==> config.mk <==
export PLATFORM = sky130hd
export DESIGN_NAME = gin_top
export DESIGN_NICKNAME = d
export VERILOG_FILES = /design/src/gin_cfg_pkg.sv /design/src/gin_types_pkg.sv /design/src/gin.sv /design/src/gin_id_loader.sv /design/src/gin_mcc.sv /design/src/gin_top.sv /design/src/gin_xbus.sv
export SDC_FILE = /design/constraint.sdc
export NUM_CORES = 1
export LEC_CHECK = 0
export BUFFER_PORTS_ARGS = -buffer_cell sky130_fd_sc_hd__buf_2
export CAP_MARGIN = 10
export CORE_MARGIN = 5
export CORE_UTILIZATION = 49
export DETAILED_ROUTE_END_ITERATION = 10
export PLACE_DENSITY_LB_ADDON = 0.12
export SETUP_SLACK_MARGIN = 0.1
export SKIP_LAST_GASP = 1
export SLEW_MARGIN = 30
export SYNTH_ARGS = -nofsm -noshare
export SYNTH_HDL_FRONTEND = slang
export SYNTH_SLANG_ARGS = --single-unit
==> constraint.sdc <==
create_clock -name clk -period 2.62 [get_ports clk]
set_input_delay 0.262 -clock clk [delete_from_list [all_inputs] [get_ports clk]]
set_output_delay 0.262 -clock clk [all_outputs]
set_load 0.03 [all_outputs]
==> src/gin_cfg_pkg.sv <==
package gin_cfg_pkg;

    // Payload carried to every matching PE
    localparam int GIN_DATA_W = 16;

    // A row tag is compared against a row ID of the same width
    localparam int GIN_ROW_TAG_W = 4;

    // A column tag is compared against a column ID of the same width
    localparam int GIN_COL_TAG_W = 4;

    // Default array size used by the top level
    localparam int GIN_ROWS = 3; // Rows of PEs, one row MCC each
    localparam int GIN_COLS = 4; // PEs per row, one column MCC each

endpackage

==> src/gin_types_pkg.sv <==
package gin_types_pkg;

    // One tagged packet, data in the upper bits and the tag pair below
    typedef struct packed {
        logic [gin_cfg_pkg::GIN_DATA_W-1:0]    data;
        logic [gin_cfg_pkg::GIN_ROW_TAG_W-1:0] row_tag; // Selects rows by row ID
        logic [gin_cfg_pkg::GIN_COL_TAG_W-1:0] col_tag; // Selects columns by column ID
    } gin_packet_t;

    // ID loader FSM
    typedef enum logic [1:0] {
        LOAD_IDLE  = 2'd0, // Nothing loaded since reset
        LOAD_SHIFT = 2'd1, // Scan chain is being filled
        LOAD_DONE  = 2'd2  // Map in place, traffic may flow
    } gin_load_state_e;

endpackage

==> src/gin.sv <==
`timescale 1ns/1ps

module gin #(
    parameter int DATA_WIDTH    = gin_cfg_pkg::GIN_DATA_W,
    parameter int ROW_TAG_WIDTH = gin_cfg_pkg::GIN_ROW_TAG_W,
    parameter int COL_TAG_WIDTH = gin_cfg_pkg::GIN_COL_TAG_W,
    parameter int NUM_OF_ROWS   = gin_cfg_pkg::GIN_ROWS,
    parameter int NUM_OF_COLS   = gin_cfg_pkg::GIN_COLS
) (
    input  logic                        clk,
    input  logic                        rst_n,
    input  gin_types_pkg::gin_packet_t  pkt,
    input  logic                        enable_in,
    input  logic [NUM_OF_COLS-1:0]      ready_in [NUM_OF_ROWS],
    input  logic                        scan_en_id,
    input  logic                        scan_in_id,
    output logic [DATA_WIDTH-1:0]       data_out [NUM_OF_ROWS][NUM_OF_COLS],
    output logic [NUM_OF_COLS-1:0]      enable_out [NUM_OF_ROWS],
    output logic                        ready_out,
    output logic                        scan_out_id
);

    logic [DATA_WIDTH-1:0]    pkt_data;
    logic [ROW_TAG_WIDTH-1:0] row_tag;
    logic [COL_TAG_WIDTH-1:0] col_tag;

    logic [DATA_WIDTH-1:0]    row_data   [NUM_OF_ROWS]; // Row MCC to its X-bus
    logic [NUM_OF_ROWS-1:0]   row_enable;
    logic [NUM_OF_ROWS-1:0]   row_ready;  // Ready of each row MCC
    logic [NUM_OF_ROWS-1:0]   xbus_ready; // Ready of each X-bus
    logic                     gated_enable;
    logic [2*NUM_OF_ROWS:0]   scan_chain; // Row MCC, then its X-bus, per row

    assign pkt_data = DATA_WIDTH'(pkt.data);
    assign row_tag  = ROW_TAG_WIDTH'(pkt.row_tag);
    assign col_tag  = COL_TAG_WIDTH'(pkt.col_tag);

    assign scan_chain[0] = scan_in_id;
    assign scan_out_id   = scan_chain[2*NUM_OF_ROWS];

    // Every targeted PE must be ready before anything is delivered
    assign ready_out    = &row_ready;
    assign gated_enable = enable_in && ready_out; // All targets or none

    for (genvar r = 0; r < NUM_OF_ROWS; r++) begin : g_row
        gin_mcc #(
            .DATA_WIDTH (DATA_WIDTH),
            .TAG_WIDTH  (ROW_TAG_WIDTH)
        ) row_mcc_i (
            .clk         (clk),
            .rst_n       (rst_n),
            .data_in     (pkt_data),
            .tag         (row_tag),
            .enable_in   (gated_enable),
            .ready_in    (xbus_ready[r]),
            .scan_en_id  (scan_en_id),
            .scan_in_id  (scan_chain[2*r]),
            .data_out    (row_data[r]),
            .enable_out  (row_enable[r]),
            .ready_out   (row_ready[r]),
            .scan_out_id (scan_chain[2*r+1])
        );

        gin_xbus #(
            .DATA_WIDTH    (DATA_WIDTH),
            .COL_TAG_WIDTH (COL_TAG_WIDTH),
            .NUM_OF_COLS   (NUM_OF_COLS)
        ) xbus_i (
            .clk         (clk),
            .rst_n       (rst_n),
            .data_in     (row_data[r]),
            .col_tag     (col_tag),
            .enable_in   (row_enable[r]),
            .ready_in    (ready_in[r]),
            .scan_en_id  (scan_en_id),
            .scan_in_id  (scan_chain[2*r+1]),
            .data_out    (data_out[r]),
            .enable_out  (enable_out[r]),
            .ready_out   (xbus_ready[r]),
            .scan_out_id (scan_chain[2*r+2])
        );
    end

endmodule

==> src/gin_id_loader.sv <==
`timescale 1ns/1ps

module gin_id_loader #(
    parameter int ROW_TAG_WIDTH = gin_cfg_pkg::GIN_ROW_TAG_W,
    parameter int COL_TAG_WIDTH = gin_cfg_pkg::GIN_COL_TAG_W,
    parameter int NUM_OF_ROWS   = gin_cfg_pkg::GIN_ROWS,
    parameter int NUM_OF_COLS   = gin_cfg_pkg::GIN_COLS,
    localparam int ID_MAP_W     = NUM_OF_ROWS * (ROW_TAG_WIDTH + NUM_OF_COLS * COL_TAG_WIDTH)
) (
    input  logic                clk,
    input  logic                rst_n,
    input  logic                cfg_start,
    input  logic [ID_MAP_W-1:0] cfg_ids,
    output logic                scan_en_id,
    output logic                scan_bit,
    output logic                cfg_done
);

    import gin_types_pkg::*;

    localparam int CNT_W = $clog2(ID_MAP_W + 1);

    gin_load_state_e     state_q;
    gin_load_state_e     state_d;
    logic [ID_MAP_W-1:0] map_q;  // Map still to be shifted, top bit goes next
    logic [CNT_W-1:0]    cnt_q;  // Bits already sent
    logic                last_bit;

    assign last_bit = (cnt_q == CNT_W'(ID_MAP_W - 1));

    always_comb begin
        state_d = state_q;
        case (state_q)
            LOAD_IDLE,
            LOAD_DONE: if (cfg_start) state_d = LOAD_SHIFT; // A new load may restart
            LOAD_SHIFT: if (last_bit) state_d = LOAD_DONE;
            default: state_d = LOAD_IDLE;
        endcase
    end

    always_ff @(posedge clk) begin
        if (!rst_n) begin
            state_q <= LOAD_IDLE;
            cnt_q   <= '0;
        end else begin
            state_q <= state_d;
            if (state_q == LOAD_SHIFT) begin
                cnt_q <= cnt_q + 1'b1;
            end else begin
                cnt_q <= '0;
            end
        end
    end

    // Payload register, captured on start and then shifted out
    always_ff @(posedge clk) begin
        if (state_q != LOAD_SHIFT && cfg_start) begin
            map_q <= cfg_ids;
        end else if (state_q == LOAD_SHIFT) begin
            map_q <= map_q << 1;
        end
    end

    // Done follows the FSM by one cycle and drops at once on a restart, so
    // no packet sees a partly shifted map
    always_ff @(posedge clk) begin
        if (!rst_n) begin
            cfg_done <= 1'b0;
        end else begin
            cfg_done <= (state_q == LOAD_DONE) && !cfg_start;
        end
    end

    assign scan_en_id = (state_q == LOAD_SHIFT);
    assign scan_bit   = map_q[ID_MAP_W-1];

endmodule

==> src/gin_mcc.sv <==
`timescale 1ns/1ps

module gin_mcc #(
    parameter int DATA_WIDTH = gin_cfg_pkg::GIN_DATA_W,
    parameter int TAG_WIDTH  = gin_cfg_pkg::GIN_ROW_TAG_W
) (
    input  logic                  clk,
    input  logic                  rst_n,
    input  logic [DATA_WIDTH-1:0] data_in,
    input  logic [TAG_WIDTH-1:0]  tag,
    input  logic                  enable_in,
    input  logic                  ready_in,
    input  logic                  scan_en_id,
    input  logic                  scan_in_id,
    output logic [DATA_WIDTH-1:0] data_out,
    output logic                  enable_out,
    output logic                  ready_out,
    output logic                  scan_out_id
);

    logic [TAG_WIDTH-1:0] id_q; // ID of this MCC, filled from the scan chain
    logic                 match;

    // Scan bits move up through the register one position per cycle and the
    // top bit feeds the next MCC. After a full load, every field of the
    // ID map therefore sits in its own MCC with its bit order kept
    always_ff @(posedge clk) begin
        if (!rst_n) begin
            id_q <= '0;
        end else if (scan_en_id) begin
            id_q <= (id_q << 1) | TAG_WIDTH'(scan_in_id);
        end
    end

    assign scan_out_id = id_q[TAG_WIDTH-1];

    assign match = (tag == id_q);

    // A non-matching MCC never holds traffic back
    assign ready_out = !match || ready_in;

    // Only pass the enable on when the branch below can take the packet
    assign enable_out = enable_in && match && ready_in;

    assign data_out = data_in; // Data is broadcast, the enable marks the targets

endmodule

==> src/gin_top.sv <==
`timescale 1ns/1ps

module gin_top #(
    parameter int DATA_WIDTH    = gin_cfg_pkg::GIN_DATA_W,
    parameter int ROW_TAG_WIDTH = gin_cfg_pkg::GIN_ROW_TAG_W,
    parameter int COL_TAG_WIDTH = gin_cfg_pkg::GIN_COL_TAG_W,
    parameter int NUM_OF_ROWS   = gin_cfg_pkg::GIN_ROWS,
    parameter int NUM_OF_COLS   = gin_cfg_pkg::GIN_COLS,
    localparam int ID_MAP_W     = NUM_OF_ROWS * (ROW_TAG_WIDTH + NUM_OF_COLS * COL_TAG_WIDTH)
) (
    input  logic                       clk,
    input  logic                       rst_n,
    input  logic                       cfg_start,
    input  logic [ID_MAP_W-1:0]        cfg_ids,
    output logic                       cfg_done,
    input  gin_types_pkg::gin_packet_t pkt,
    input  logic                       pkt_valid,
    output logic                       pkt_ready,
    input  logic [NUM_OF_COLS-1:0]     pe_ready [NUM_OF_ROWS],
    output logic [NUM_OF_COLS-1:0]     pe_valid [NUM_OF_ROWS],
    output logic [DATA_WIDTH-1:0]      pe_data  [NUM_OF_ROWS][NUM_OF_COLS],
    output logic                       scan_out
);

    logic scan_en_id;
    logic scan_bit;   // Loader output feeding row 0 MCC
    logic gin_ready;

    gin_id_loader #(
        .ROW_TAG_WIDTH (ROW_TAG_WIDTH),
        .COL_TAG_WIDTH (COL_TAG_WIDTH),
        .NUM_OF_ROWS   (NUM_OF_ROWS),
        .NUM_OF_COLS   (NUM_OF_COLS)
    ) id_loader_i (
        .clk        (clk),
        .rst_n      (rst_n),
        .cfg_start  (cfg_start),
        .cfg_ids    (cfg_ids),
        .scan_en_id (scan_en_id),
        .scan_bit   (scan_bit),
        .cfg_done   (cfg_done)
    );

    gin #(
        .DATA_WIDTH    (DATA_WIDTH),
        .ROW_TAG_WIDTH (ROW_TAG_WIDTH),
        .COL_TAG_WIDTH (COL_TAG_WIDTH),
        .NUM_OF_ROWS   (NUM_OF_ROWS),
        .NUM_OF_COLS   (NUM_OF_COLS)
    ) gin_i (
        .clk         (clk),
        .rst_n       (rst_n),
        .pkt         (pkt),
        .enable_in   (pkt_valid && cfg_done), // Traffic waits for a complete map
        .ready_in    (pe_ready),
        .scan_en_id  (scan_en_id),
        .scan_in_id  (scan_bit),
        .data_out    (pe_data),
        .enable_out  (pe_valid),
        .ready_out   (gin_ready),
        .scan_out_id (scan_out)
    );

    assign pkt_ready = gin_ready && cfg_done;

endmodule

==> src/gin_xbus.sv <==
`timescale 1ns/1ps

module gin_xbus #(
    parameter int DATA_WIDTH    = gin_cfg_pkg::GIN_DATA_W,
    parameter int COL_TAG_WIDTH = gin_cfg_pkg::GIN_COL_TAG_W,
    parameter int NUM_OF_COLS   = gin_cfg_pkg::GIN_COLS
) (
    input  logic                     clk,
    input  logic                     rst_n,
    input  logic [DATA_WIDTH-1:0]    data_in,
    input  logic [COL_TAG_WIDTH-1:0] col_tag,
    input  logic                     enable_in,
    input  logic [NUM_OF_COLS-1:0]   ready_in,
    input  logic                     scan_en_id,
    input  logic                     scan_in_id,
    output logic [DATA_WIDTH-1:0]    data_out [NUM_OF_COLS],
    output logic [NUM_OF_COLS-1:0]   enable_out,
    output logic                     ready_out,
    output logic                     scan_out_id
);

    logic [NUM_OF_COLS-1:0] col_ready;  // One ready per column MCC
    logic [NUM_OF_COLS:0]   scan_chain; // Links column 0 up to the last column

    assign scan_chain[0] = scan_in_id;
    assign scan_out_id   = scan_chain[NUM_OF_COLS];

    for (genvar c = 0; c < NUM_OF_COLS; c++) begin : g_col
        gin_mcc #(
            .DATA_WIDTH (DATA_WIDTH),
            .TAG_WIDTH  (COL_TAG_WIDTH)
        ) col_mcc_i (
            .clk         (clk),
            .rst_n       (rst_n),
            .data_in     (data_in),
            .tag         (col_tag),
            .enable_in   (enable_in),
            .ready_in    (ready_in[c]),
            .scan_en_id  (scan_en_id),
            .scan_in_id  (scan_chain[c]),
            .data_out    (data_out[c]),
            .enable_out  (enable_out[c]),
            .ready_out   (col_ready[c]),
            .scan_out_id (scan_chain[c+1])
        );
    end

    // The row can accept only when every column that matches is ready
    assign ready_out = &col_ready;

endmodule

==> flow_summary.toml, run 1 <==
[floorplanning]
core_um2 = 15260
die-height_um = 134.7
die_w_um = 134.7
ioPinCount = 307
dieArea_um2 = 18150
rows = 45
initial_utilization_pct = 49.96

[logic_synthesis]
syn-instance-count = 757
synth_area_um2 = 7624
ys_types = 33
synth_area_per_cell_um2 = 10.07
ys.flop_type = "dfxtp_1"
async_flop_share_pct = 0
synth_edf_count = 60
yosysWarnings = 0
synth_top_family_by_area = "buffers and inverters"
ys_ff_latch = 129
syn_nets = 858
synth_compound_area_share_pct = 7.976
synth.area.top_cells = "edfxtp_1, buf_4, dfxtp_1"
synth_top_area_cell = "edfxtp_1"
yosys.area_share.simple_pct = 11.47
seq_area_frac_synth_pct = 41.75
synthMuxAreaShare_pct = 8.715
synthAdderAreaFrac_pct = 0.1641
synth_top_area_share_pct = 23.63
synth-xor-area-share_pct = 7.353

[sta]
setup_viol = 0
fin_crit_ns = 2.316
fmax_mhz = 431.8
hold_violations = 0
setup_tns_ns = 0
worst_slack_ns = 0.3041
rsz0062_at_grt = "false"
min_period_over_period_pct = 88.39
finClkSkew_ns = 0.01038
slew_headroom_pct = 60.22
slew_violations = 0
worst_hold_slack_ns = 0.1445
tightest_slew_ns = 0.5967

[route]
postRouteAntennaNets = 0
drt-wirelength-per-cell_um = 17.09
drc = 0
drt_pass1_iterations = 4
routed_wl_um = 14900
viasPerCell = 4.912
vias = 4283
drtIter0Drc = 188

[worst_setup_path]
critPathRequiredTime_ns = 2.36
timing.rr.start = "id_loader_i.state_q[1]$_SDFFE_PN0P_"
r2r_end = "id_loader_i.map_q[27]$_DFFE_PP_"
critPathTopFamily = "simple AND/OR/NAND/NOR gates"
arrival_ns = 2.05
cp-endpoint = "pe_valid[8]"
r2r_cells = 3
worstPathMaxFanout = 9
slowest_delay_ns = 0.43
crit_cells = 5
cp-end-kind = "output pin"
cp-start-kind = "register"
rrSetupSlack_ns = 0.78
worstPathCellList = "xor2_1 > nor4_4 > a21boi_4 > nor4_1 > buf_2"
crit_buf_inv = 1
slowest_stage = "nor4_4"
startpoint = "gin_i.g_row[1].row_mcc_i.id_q[3]$_SDFFE_PN0P_"
crit_type = "reg2out"

[clock_tree]
clkSinkCount = 129
cts_resized = 0
clk_pin_slew_ns = 0.06
cts_made_buffers = 17
cts_max_level = 4
post-cts-setup-buffers = 0
cts_buffer_depth = 2
cts-root-buf = "clkbuf_16"
worstSkewPairLatency_ns = 0.42
tritoncts = "built"
ctsHoldBuffers = 0

[finish]
mostFrequentLayoutCell = "nand2_1"
layout-drive-gt1-share_pct = 32.42
fillerInstances = 1389
syn_to_final_growth_pct = -2.084
layout_common_cells = "nand2_1, buf_2, dfxtp_1, a21boi_0, edfxtp_1"
multi_input_area_um2 = 2749
seqCellArea_um2 = 3183
nets = 748
postLayoutCellArea_um2 = 7465

[pwr]
vdd_ir_drop_max_v = 0.0004644
total_power_uw = 5429
power_leakage_uw = 0.002695
power.density_nw_per_um2 = 727.2

[grt]
grt_pass1_vias = 4298
grt_max_degree = 60
antenna_found_initial = 1
grt_pass1_wl_um = 23470
met1_usage_pct = 18.57
grt_util_met2_pct = 29.10
grtUsageMet3_pct = 7.228
grt_util_all_layers_pct = 16.75
overflow = 0
busiest_layer = "met2"

[place]
gp_congestion = 0.7924
placedInstanceArea_um2 = 6784
hpwl_um = 10860
portBuffers = 98
place_ws_ns = 0.5243

[run]
max-cap-violations = 0

[worst_hold_path]
hold_path_class = "in2reg"
hp-start = "cfg_start"

[outcome]
outcome = "completed"
-- metrics by stage --
step	std cells	utilization, %
2_1_floorplan	757	-
3_3_place_gp	839	44.46
4_1_cts	871	48.82
3_5_place_dp	839	44.46
5_1_grt	872	48.92
6_report	872	48.92
-- synth_stat cells, types with 2 or more instances --
library cell  number
edfxtp_1          60
buf_6              4
a21boi_0          60
nand2b_1           2
inv_1              9
nand2_1          126
a21oi_4            2
dfxtp_1           69
nand3_1           10
and3_1             6
buf_4            205
buf_2              7
nand4_1           12
nand4_2            2
nor2_1             9
xnor2_1           58
o22a_2             2
mux2_2            59
clkbuf_1          18
nand3b_1           4
o22a_4             4
nor4_1            12
xor2_1             6
nand2_2            2
-- area by class of cell --
cell class / count / share of cell area, %
well taps: 211 / 3.537
clock buffers: 18 / 5.749
diodes: 1 / 0.03352
repair buffers: 105 / 7.610
multi-input cells: 385 / 36.83
flip-flops and latches: 129 / 42.64
inverters: 9 / 0.4526
clock inverters: 14 / 3.151
-- sequential cells by signal (all words and copies together) (netlist names) --
signal and cells:
gin_i.g_row.row_mcc_i.id_q 12, gin_i.g_row.xbus_i.g_col.col_mcc_i.id_q 48, id_loader_i.cfg_done 1, id_loader_i.cnt_q 6, id_loader_i.map_q 60, id_loader_i.state_q 2
-- worst min-delay path by stage --
stage / endpoint / cells after the start
6_report: id_loader_i.cfg_done$_SDFF_PN0_ / 2
5_1_grt: id_loader_i.map_q[19]$_DFFE_PP_ / 2
4_1_cts: id_loader_i.map_q[19]$_DFFE_PP_ / 2
3_5_place_dp: id_loader_i.cnt_q[0]$_SDFF_PN0_ / 1
3_3_place_gp: id_loader_i.cnt_q[0]$_SDFF_PN0_ / 1
2_1_floorplan: id_loader_i.cfg_done$_SDFF_PN0_ / 1
-- cell families after synthesis --
group | after synthesis
buf+inv | 243
flops | 129
simple gates | 190
xor+xnor | 64
mux | 59
compound gates | 71
fa+ha+maj | 1
-- power by group --
| group | internal (µW) | total [µW] | leakage (µW) | switching [µW] |
|---|---|---|---|---|
| clock | 1780 | 2670 | 0.000320 | 886 |
| sequential | 2270 | 2300 | 0.00116 | 30.2 |
| combinational | 226 | 459 | 0.00122 | 233 |
| total | 4280 | 5430 | 0.00270 | 1150 |
-- routing by layer --
metal | share of wire, % | wire length, µm | vias to the layer above
met5 | 0 | 0 | -
met4 | 1.8 | 263 | 0
met3 | 6.5 | 974 | 17
met2 | 52 | 7712 | 129
met1 | 40 | 5951 | 2030
li1 | - | - | 2107
Power figures use the tool's default switching activity.
==> inputs of run 2 (changes only) <==
--- a/config.mk
+++ b/config.mk
@@ -7,6 +7,7 @@
 export LEC_CHECK = 0
 export BUFFER_PORTS_ARGS = -buffer_cell sky130_fd_sc_hd__buf_2
 export CAP_MARGIN = 10
+export CORE_ASPECT_RATIO = 1.4
 export CORE_MARGIN = 5
 export CORE_UTILIZATION = 49
 export DETAILED_ROUTE_END_ITERATION = 10
==> flow_summary.toml, run 2 (same netlist as run 1, synthesis figures left out) <==
[clock_tree]
ctsHoldBuffers = 0
clkSinkCount = 129
cts_made_buffers = 17
cts-root-buf = "clkbuf_16"
cts_buffer_depth = 2
cts_max_level = 4
tritoncts = "built"
worstSkewPairLatency_ns = 0.41
clk_pin_slew_ns = 0.06

[finish]
syn_to_final_growth_pct = -2.462
largest_register_ffs = 60
nets = 749
postLayoutCellArea_um2 = 7436
mostFrequentLayoutCell = "nand2_1"
fillerInstances = 1449
layout-drive-gt1-share_pct = 32.68
regMostFlops = "id_loader_i.map_q"
layout_common_cells = "nand2_1, buf_2, dfxtp_1, a21boi_0, edfxtp_1"
layout.cells.non_filler = 858
post-route-util_pct = 48.06
reg_top3 = "id_loader_i.map_q: 60 flops, gin_i.g_row.xbus_i.g_col.col_mcc_i.id_q: 48 flops, gin_i.g_row.row_mcc_i.id_q: 12 flops"

[route]
drtIter0Drc = 176
drc = 0
postRouteAntennaNets = 0
drt_pass1_iterations = 4
viasPerCell = 5.047
vias = 4330
drt-wirelength-per-cell_um = 17.78
routed_wl_um = 15250

[worst_hold_path]
hold_end = "id_loader_i.cfg_done$_SDFF_PN0_"
hold_path_class = "in2reg"
hp-start = "cfg_start"
whs_path_depth = 2

[worst_setup_path]
crit_type = "reg2out"
worstPathMaxFanout = 9
timing.rr.start = "id_loader_i.state_q[1]$_SDFFE_PN0P_"
startpoint = "gin_i.g_row[1].row_mcc_i.id_q[3]$_SDFFE_PN0P_"
slowest_stage = "nor4_2"
cp-end-kind = "output pin"
arrival_ns = 2.09
worstPathCellList = "xor2_1 > nor4_2 > a21boi_4 > buf_12 > nor4_1 > buf_2"
rrSetupSlack_ns = 0.93
slowest_delay_ns = 0.48
r2r_end = "id_loader_i.map_q[59]$_DFFE_PP_"
critPathRequiredTime_ns = 2.36
r2r_cells = 4
cp-start-kind = "register"

[place]
placedInstanceArea_um2 = 6745
place_inst = 823
hpwl_um = 11020
gp_congestion = 0.8257
portBuffers = 98

[floorplanning]
rows = 54
initial_utilization_pct = 49.27
core_um2 = 15470
ioPinCount = 307
die-height_um = 157.6
dieArea_um2 = 18190
die_w_um = 115.4

[sta]
tightest_slew_ns = 0.6539
worst_hold_slack_ns = 0.1356
rsz0062_at_grt = "false"
setup_tns_ns = 0
min_period_over_period_pct = 89.85
setup_viol = 0
fmax_mhz = 424.8
hold_violations = 0
slew_headroom_pct = 56.41
finClkSkew_ns = 0.009533
fin_crit_ns = 2.354
slew_violations = 0

[pwr]
p_clk_share_pct = 48.4
vdd_ir_drop_max_v = 0.0003353
seqPwrFrac_pct = 43.1
power_frac_comb_pct = 8.4
swShare_pct = 21.18
power_leakage_uw = 0.002684
p_int_uw = 4209
power.density_nw_per_um2 = 718.2
p_sw_uw = 1131

[grt]
overflow = 0
grt_pass1_wl_um = 23220
grt_max_degree = 64
antenna_found_initial = 2
grt_pass1_vias = 4334
grt_util_all_layers_pct = 16.70

[run]
max-cap-violations = 0

[outcome]
outcome = "completed"
-- run 2: what timing repair did --
action | in CTS | in global routing
buffers inserted | 0 | 2
setup endpoints to repair | 0 | 7
gates resized for setup | 0 | 3
-- run 2: worst max path at each step --
stage / to / slack, ns / cells after the start
3_5_place_dp: pe_valid[11] / 0.43 / 7
2_1_floorplan: id_loader_i.map_q[0]$_SDFFCE_PN0P_ / 0.23 / 3
3_3_place_gp: pe_valid[11] / 0.47 / 7
5_1_grt: pe_valid[8] / 0.14 / 6
4_1_cts: pe_valid[11] / 0.16 / 5
6_report: pe_valid[11] / 0.27 / 6
-- run 2: cell type report --
class / count / area, µm² / share of cell area (%)
clock inverter: 13 / 207.7 / 2.793
multi-input combinational: 385 / 2745 / 36.92
antenna: 1 / 2.502 / 0.03365
timing repair buffer: 106 / 575.6 / 7.740
clock buffer: 19 / 442.9 / 5.957
inverter: 9 / 33.78 / 0.4543
sequential: 129 / 3183 / 42.81
tap: 196 / 245.2 / 3.298
-- run 2: worst max-delay path: cells and delay by family (launching register included) --
family | cells | cell delay [ns]
and+or+nand+nor | 2 | 0.54
DFF | 1 | 0.35
buffers and inverters | 2 | 0.35
AOI/OAI and AO/OA | 1 | 0.28
xor gates and xnor gates | 1 | 0.18
-- run 2: power by group through the flow --
stage | Combinational (µW) | Sequential (µW) | Clock [µW]
2_1_floorplan | 867 | 2340 | 0
3_3_place_gp | 450 | 2340 | 0
3_5_place_dp | 458 | 2350 | 0
4_1_cts | 459 | 2310 | 2640
5_1_grt | 494 | 2320 | 2740
6_report | 451 | 2300 | 2590
-- run 2: layer usage --
metal | share of wire (%) | global-route usage [%] | wire, µm
met3 | 10 | 8.184 | 1555
met2 | 47 | 26.21 | 7186
met5 | 0.085 | 0 | 13
met4 | 1.8 | 5.984 | 270
met1 | 41 | 19.86 | 6227
-- run 2: through the flow --
stage               total power [µW]  setup WS [ns]
detailed placement              2804         0.4345
global route                    5548         0.1379
finish                          5340         0.2659
floorplan                       3203         0.2330
CTS                             5406         0.1649
global placement                2794         0.4698
==> inputs of run 3 (changes only) <==
--- a/config.mk
+++ b/config.mk
@@ -8,7 +8,7 @@
 export BUFFER_PORTS_ARGS = -buffer_cell sky130_fd_sc_hd__buf_2
 export CAP_MARGIN = 10
 export CORE_ASPECT_RATIO = 1.4
-export CORE_MARGIN = 5
+export CORE_MARGIN = 2
 export CORE_UTILIZATION = 49
 export DETAILED_ROUTE_END_ITERATION = 10
 export PLACE_DENSITY_LB_ADDON = 0.12
==> flow_summary.toml, run 3 (same netlist as run 1, synthesis figures left out) <==
[worst_setup_path]
timing.rr.start = "id_loader_i.state_q[1]$_SDFFE_PN0P_"
worstPathMaxFanout = 4
critPathRequiredTime_ns = 2.36
r2r_cells = 4
cp-end-kind = "output pin"
cp-start-kind = "register"
crit_buf_inv = 1
worstPathCellList = "xnor2_1 > nand4_1 > nor2_2 > nand3_1 > nor4_1 > buf_2"
slowest_delay_ns = 0.40
startpoint = "gin_i.g_row[0].row_mcc_i.id_q[0]$_SDFFE_PN0P_"
rrSetupSlack_ns = 0.99
crit_type = "reg2out"
arrival_ns = 2.17
r2r_end = "id_loader_i.map_q[53]$_DFFE_PP_"
slowest_stage = "dfxtp_1"
critPathTopFamily = "simple AND/OR/NAND/NOR gates"

[clock_tree]
cts-root-buf = "clkbuf_16"
clkSinkCount = 129
cts_max_level = 4
clk_pin_slew_ns = 0.06
cts_buffer_depth = 2
post-cts-setup-buffers = 0
worstSkewPairLatency_ns = 0.41
ctsHoldBuffers = 0
cts_made_buffers = 17
tritoncts = "built"

[sta]
min_period_over_period_pct = 92.66
slew_violations = 0
worst_slack_ns = 0.1922
slew_headroom_pct = 56.13
rsz0062_at_grt = "false"
fmax_mhz = 411.9
fin_crit_ns = 2.428
setup_tns_ns = 0
finClkSkew_ns = 0.01066
tightest_slew_ns = 0.6581
hold_violations = 0
setup_viol = 0

[route]
drtIter0Drc = 233
vias = 4341
postRouteAntennaNets = 0
drc = 0
drt_pass1_iterations = 4
viasPerCell = 5.083
routed_wl_um = 14980
drt-wirelength-per-cell_um = 17.54

[worst_hold_path]
hold_path_class = "in2reg"
hp-start = "cfg_start"
hold_end = "id_loader_i.cfg_done$_SDFF_PN0_"
whs_path_depth = 2

[finish]
syn_to_final_growth_pct = -3.463
nets = 750
seqCellArea_um2 = 3183
largest_register_ffs = 60
fillerInstances = 1402
mostFrequentLayoutCell = "nand2_1"
layout-drive-gt1-share_pct = 33.08
reg_top3 = "id_loader_i.map_q: 60 flops, gin_i.g_row.xbus_i.g_col.col_mcc_i.id_q: 48 flops, gin_i.g_row.row_mcc_i.id_q: 12 flops"
multi_input_area_um2 = 2759
diodes = 0
layout_common_cells = "nand2_1, buf_2, dfxtp_1, a21boi_0, edfxtp_1"
regMostFlops = "id_loader_i.map_q"

[grt]
antenna_found_initial = 0
grt_util_all_layers_pct = 18.34
grt_max_degree = 62
grt_pass1_vias = 4263
overflow = 0
grt_pass1_wl_um = 22970

[pwr]
p_clk_share_pct = 45.6
p_int_uw = 3829
p_sw_uw = 1247
swShare_pct = 24.56
vdd_ir_drop_max_v = 0.0003459
total_power_uw = 5075
seqPwrFrac_pct = 45.4
power_leakage_uw = 0.002651
power_frac_comb_pct = 9.1
power.density_nw_per_um2 = 689.6

[floorplanning]
core_um2 = 15120
dieArea_um2 = 16590
rows = 53
initial_utilization_pct = 50.42
ioPinCount = 307
die_w_um = 109.4
die-height_um = 151.6

[outcome]
outcome = "completed"

[place]
place_ws_ns = 0.2750
hpwl_um = 10670
gp_congestion = 0.8251
portBuffers = 98

[run]
max-cap-violations = 0
[run 3: changes by cell type in the layout (fill, tap and decap cells not counted), sizes merged]
cell      delta
clkinv       -1
bufinv       -4
buf          +1
clkinvlp     +1
inv          +6
clkbuf       -2
diode        -1
[run 3: area by class of cell]
class / instances / area share (%)
sequential: 129 / 43.25
multi-input combinational: 385 / 37.49
timing repair buffer: 107 / 7.752
clock buffer: 17 / 5.780
tap: 192 / 3.264
clock inverter: 15 / 2.006
inverter: 9 / 0.4590
[run 3: power groups by stage]
stage | Clock [µW] | Sequential (µW) | Combinational, µW
after global placement | 0 | 2340 | 454
after floorplan | 0 | 2340 | 867
after CTS | 2380 | 2300 | 468
after global routing | 2450 | 2320 | 505
after detailed placement | 0 | 2350 | 465
final | 2310 | 2300 | 460
[run 3: stage by stage]
| stage | hold WS, ns | cell area (µm²) | std cells | util, % |
|---|---|---|---|---|
| global placement | 0.4328 | 6763 | 822 | 44.73 |
| global route | 0.1307 | 7360 | 854 | 48.68 |
| floorplan | 0.3490 | 7624 | 757 | - |
| CTS | 0.1116 | 7342 | 854 | 48.56 |
| detailed placement | 0.4479 | 6763 | 822 | 44.73 |
| finish | 0.1311 | 7360 | 854 | 48.68 |
[run 3: worst max path at each step]
stage | to | cells after the start
after floorplan | id_loader_i.map_q[0]$_SDFFCE_PN0P_ | 3
after global placement | pe_valid[9] | 7
after detailed placement | pe_valid[9] | 7
after CTS | pe_valid[9] | 6
after global routing | pe_valid[6] | 5
final | pe_valid[11] | 6
[run 3: repair_timing]
action	CTS	global route
endpoints found under the setup margin	1	12
gates resized for setup	1	3
cloned	0	0
[run 3: routing by layer]
layer | track usage [%] | up-vias | routed length, µm
met5 | 0 | - | 0
met4 | 7.722 | 0 | 277
met1 | 22.52 | 2042 | 6452
li1 | - | 2119 | -
met3 | 7.528 | 26 | 1293
met2 | 28.30 | 154 | 6951
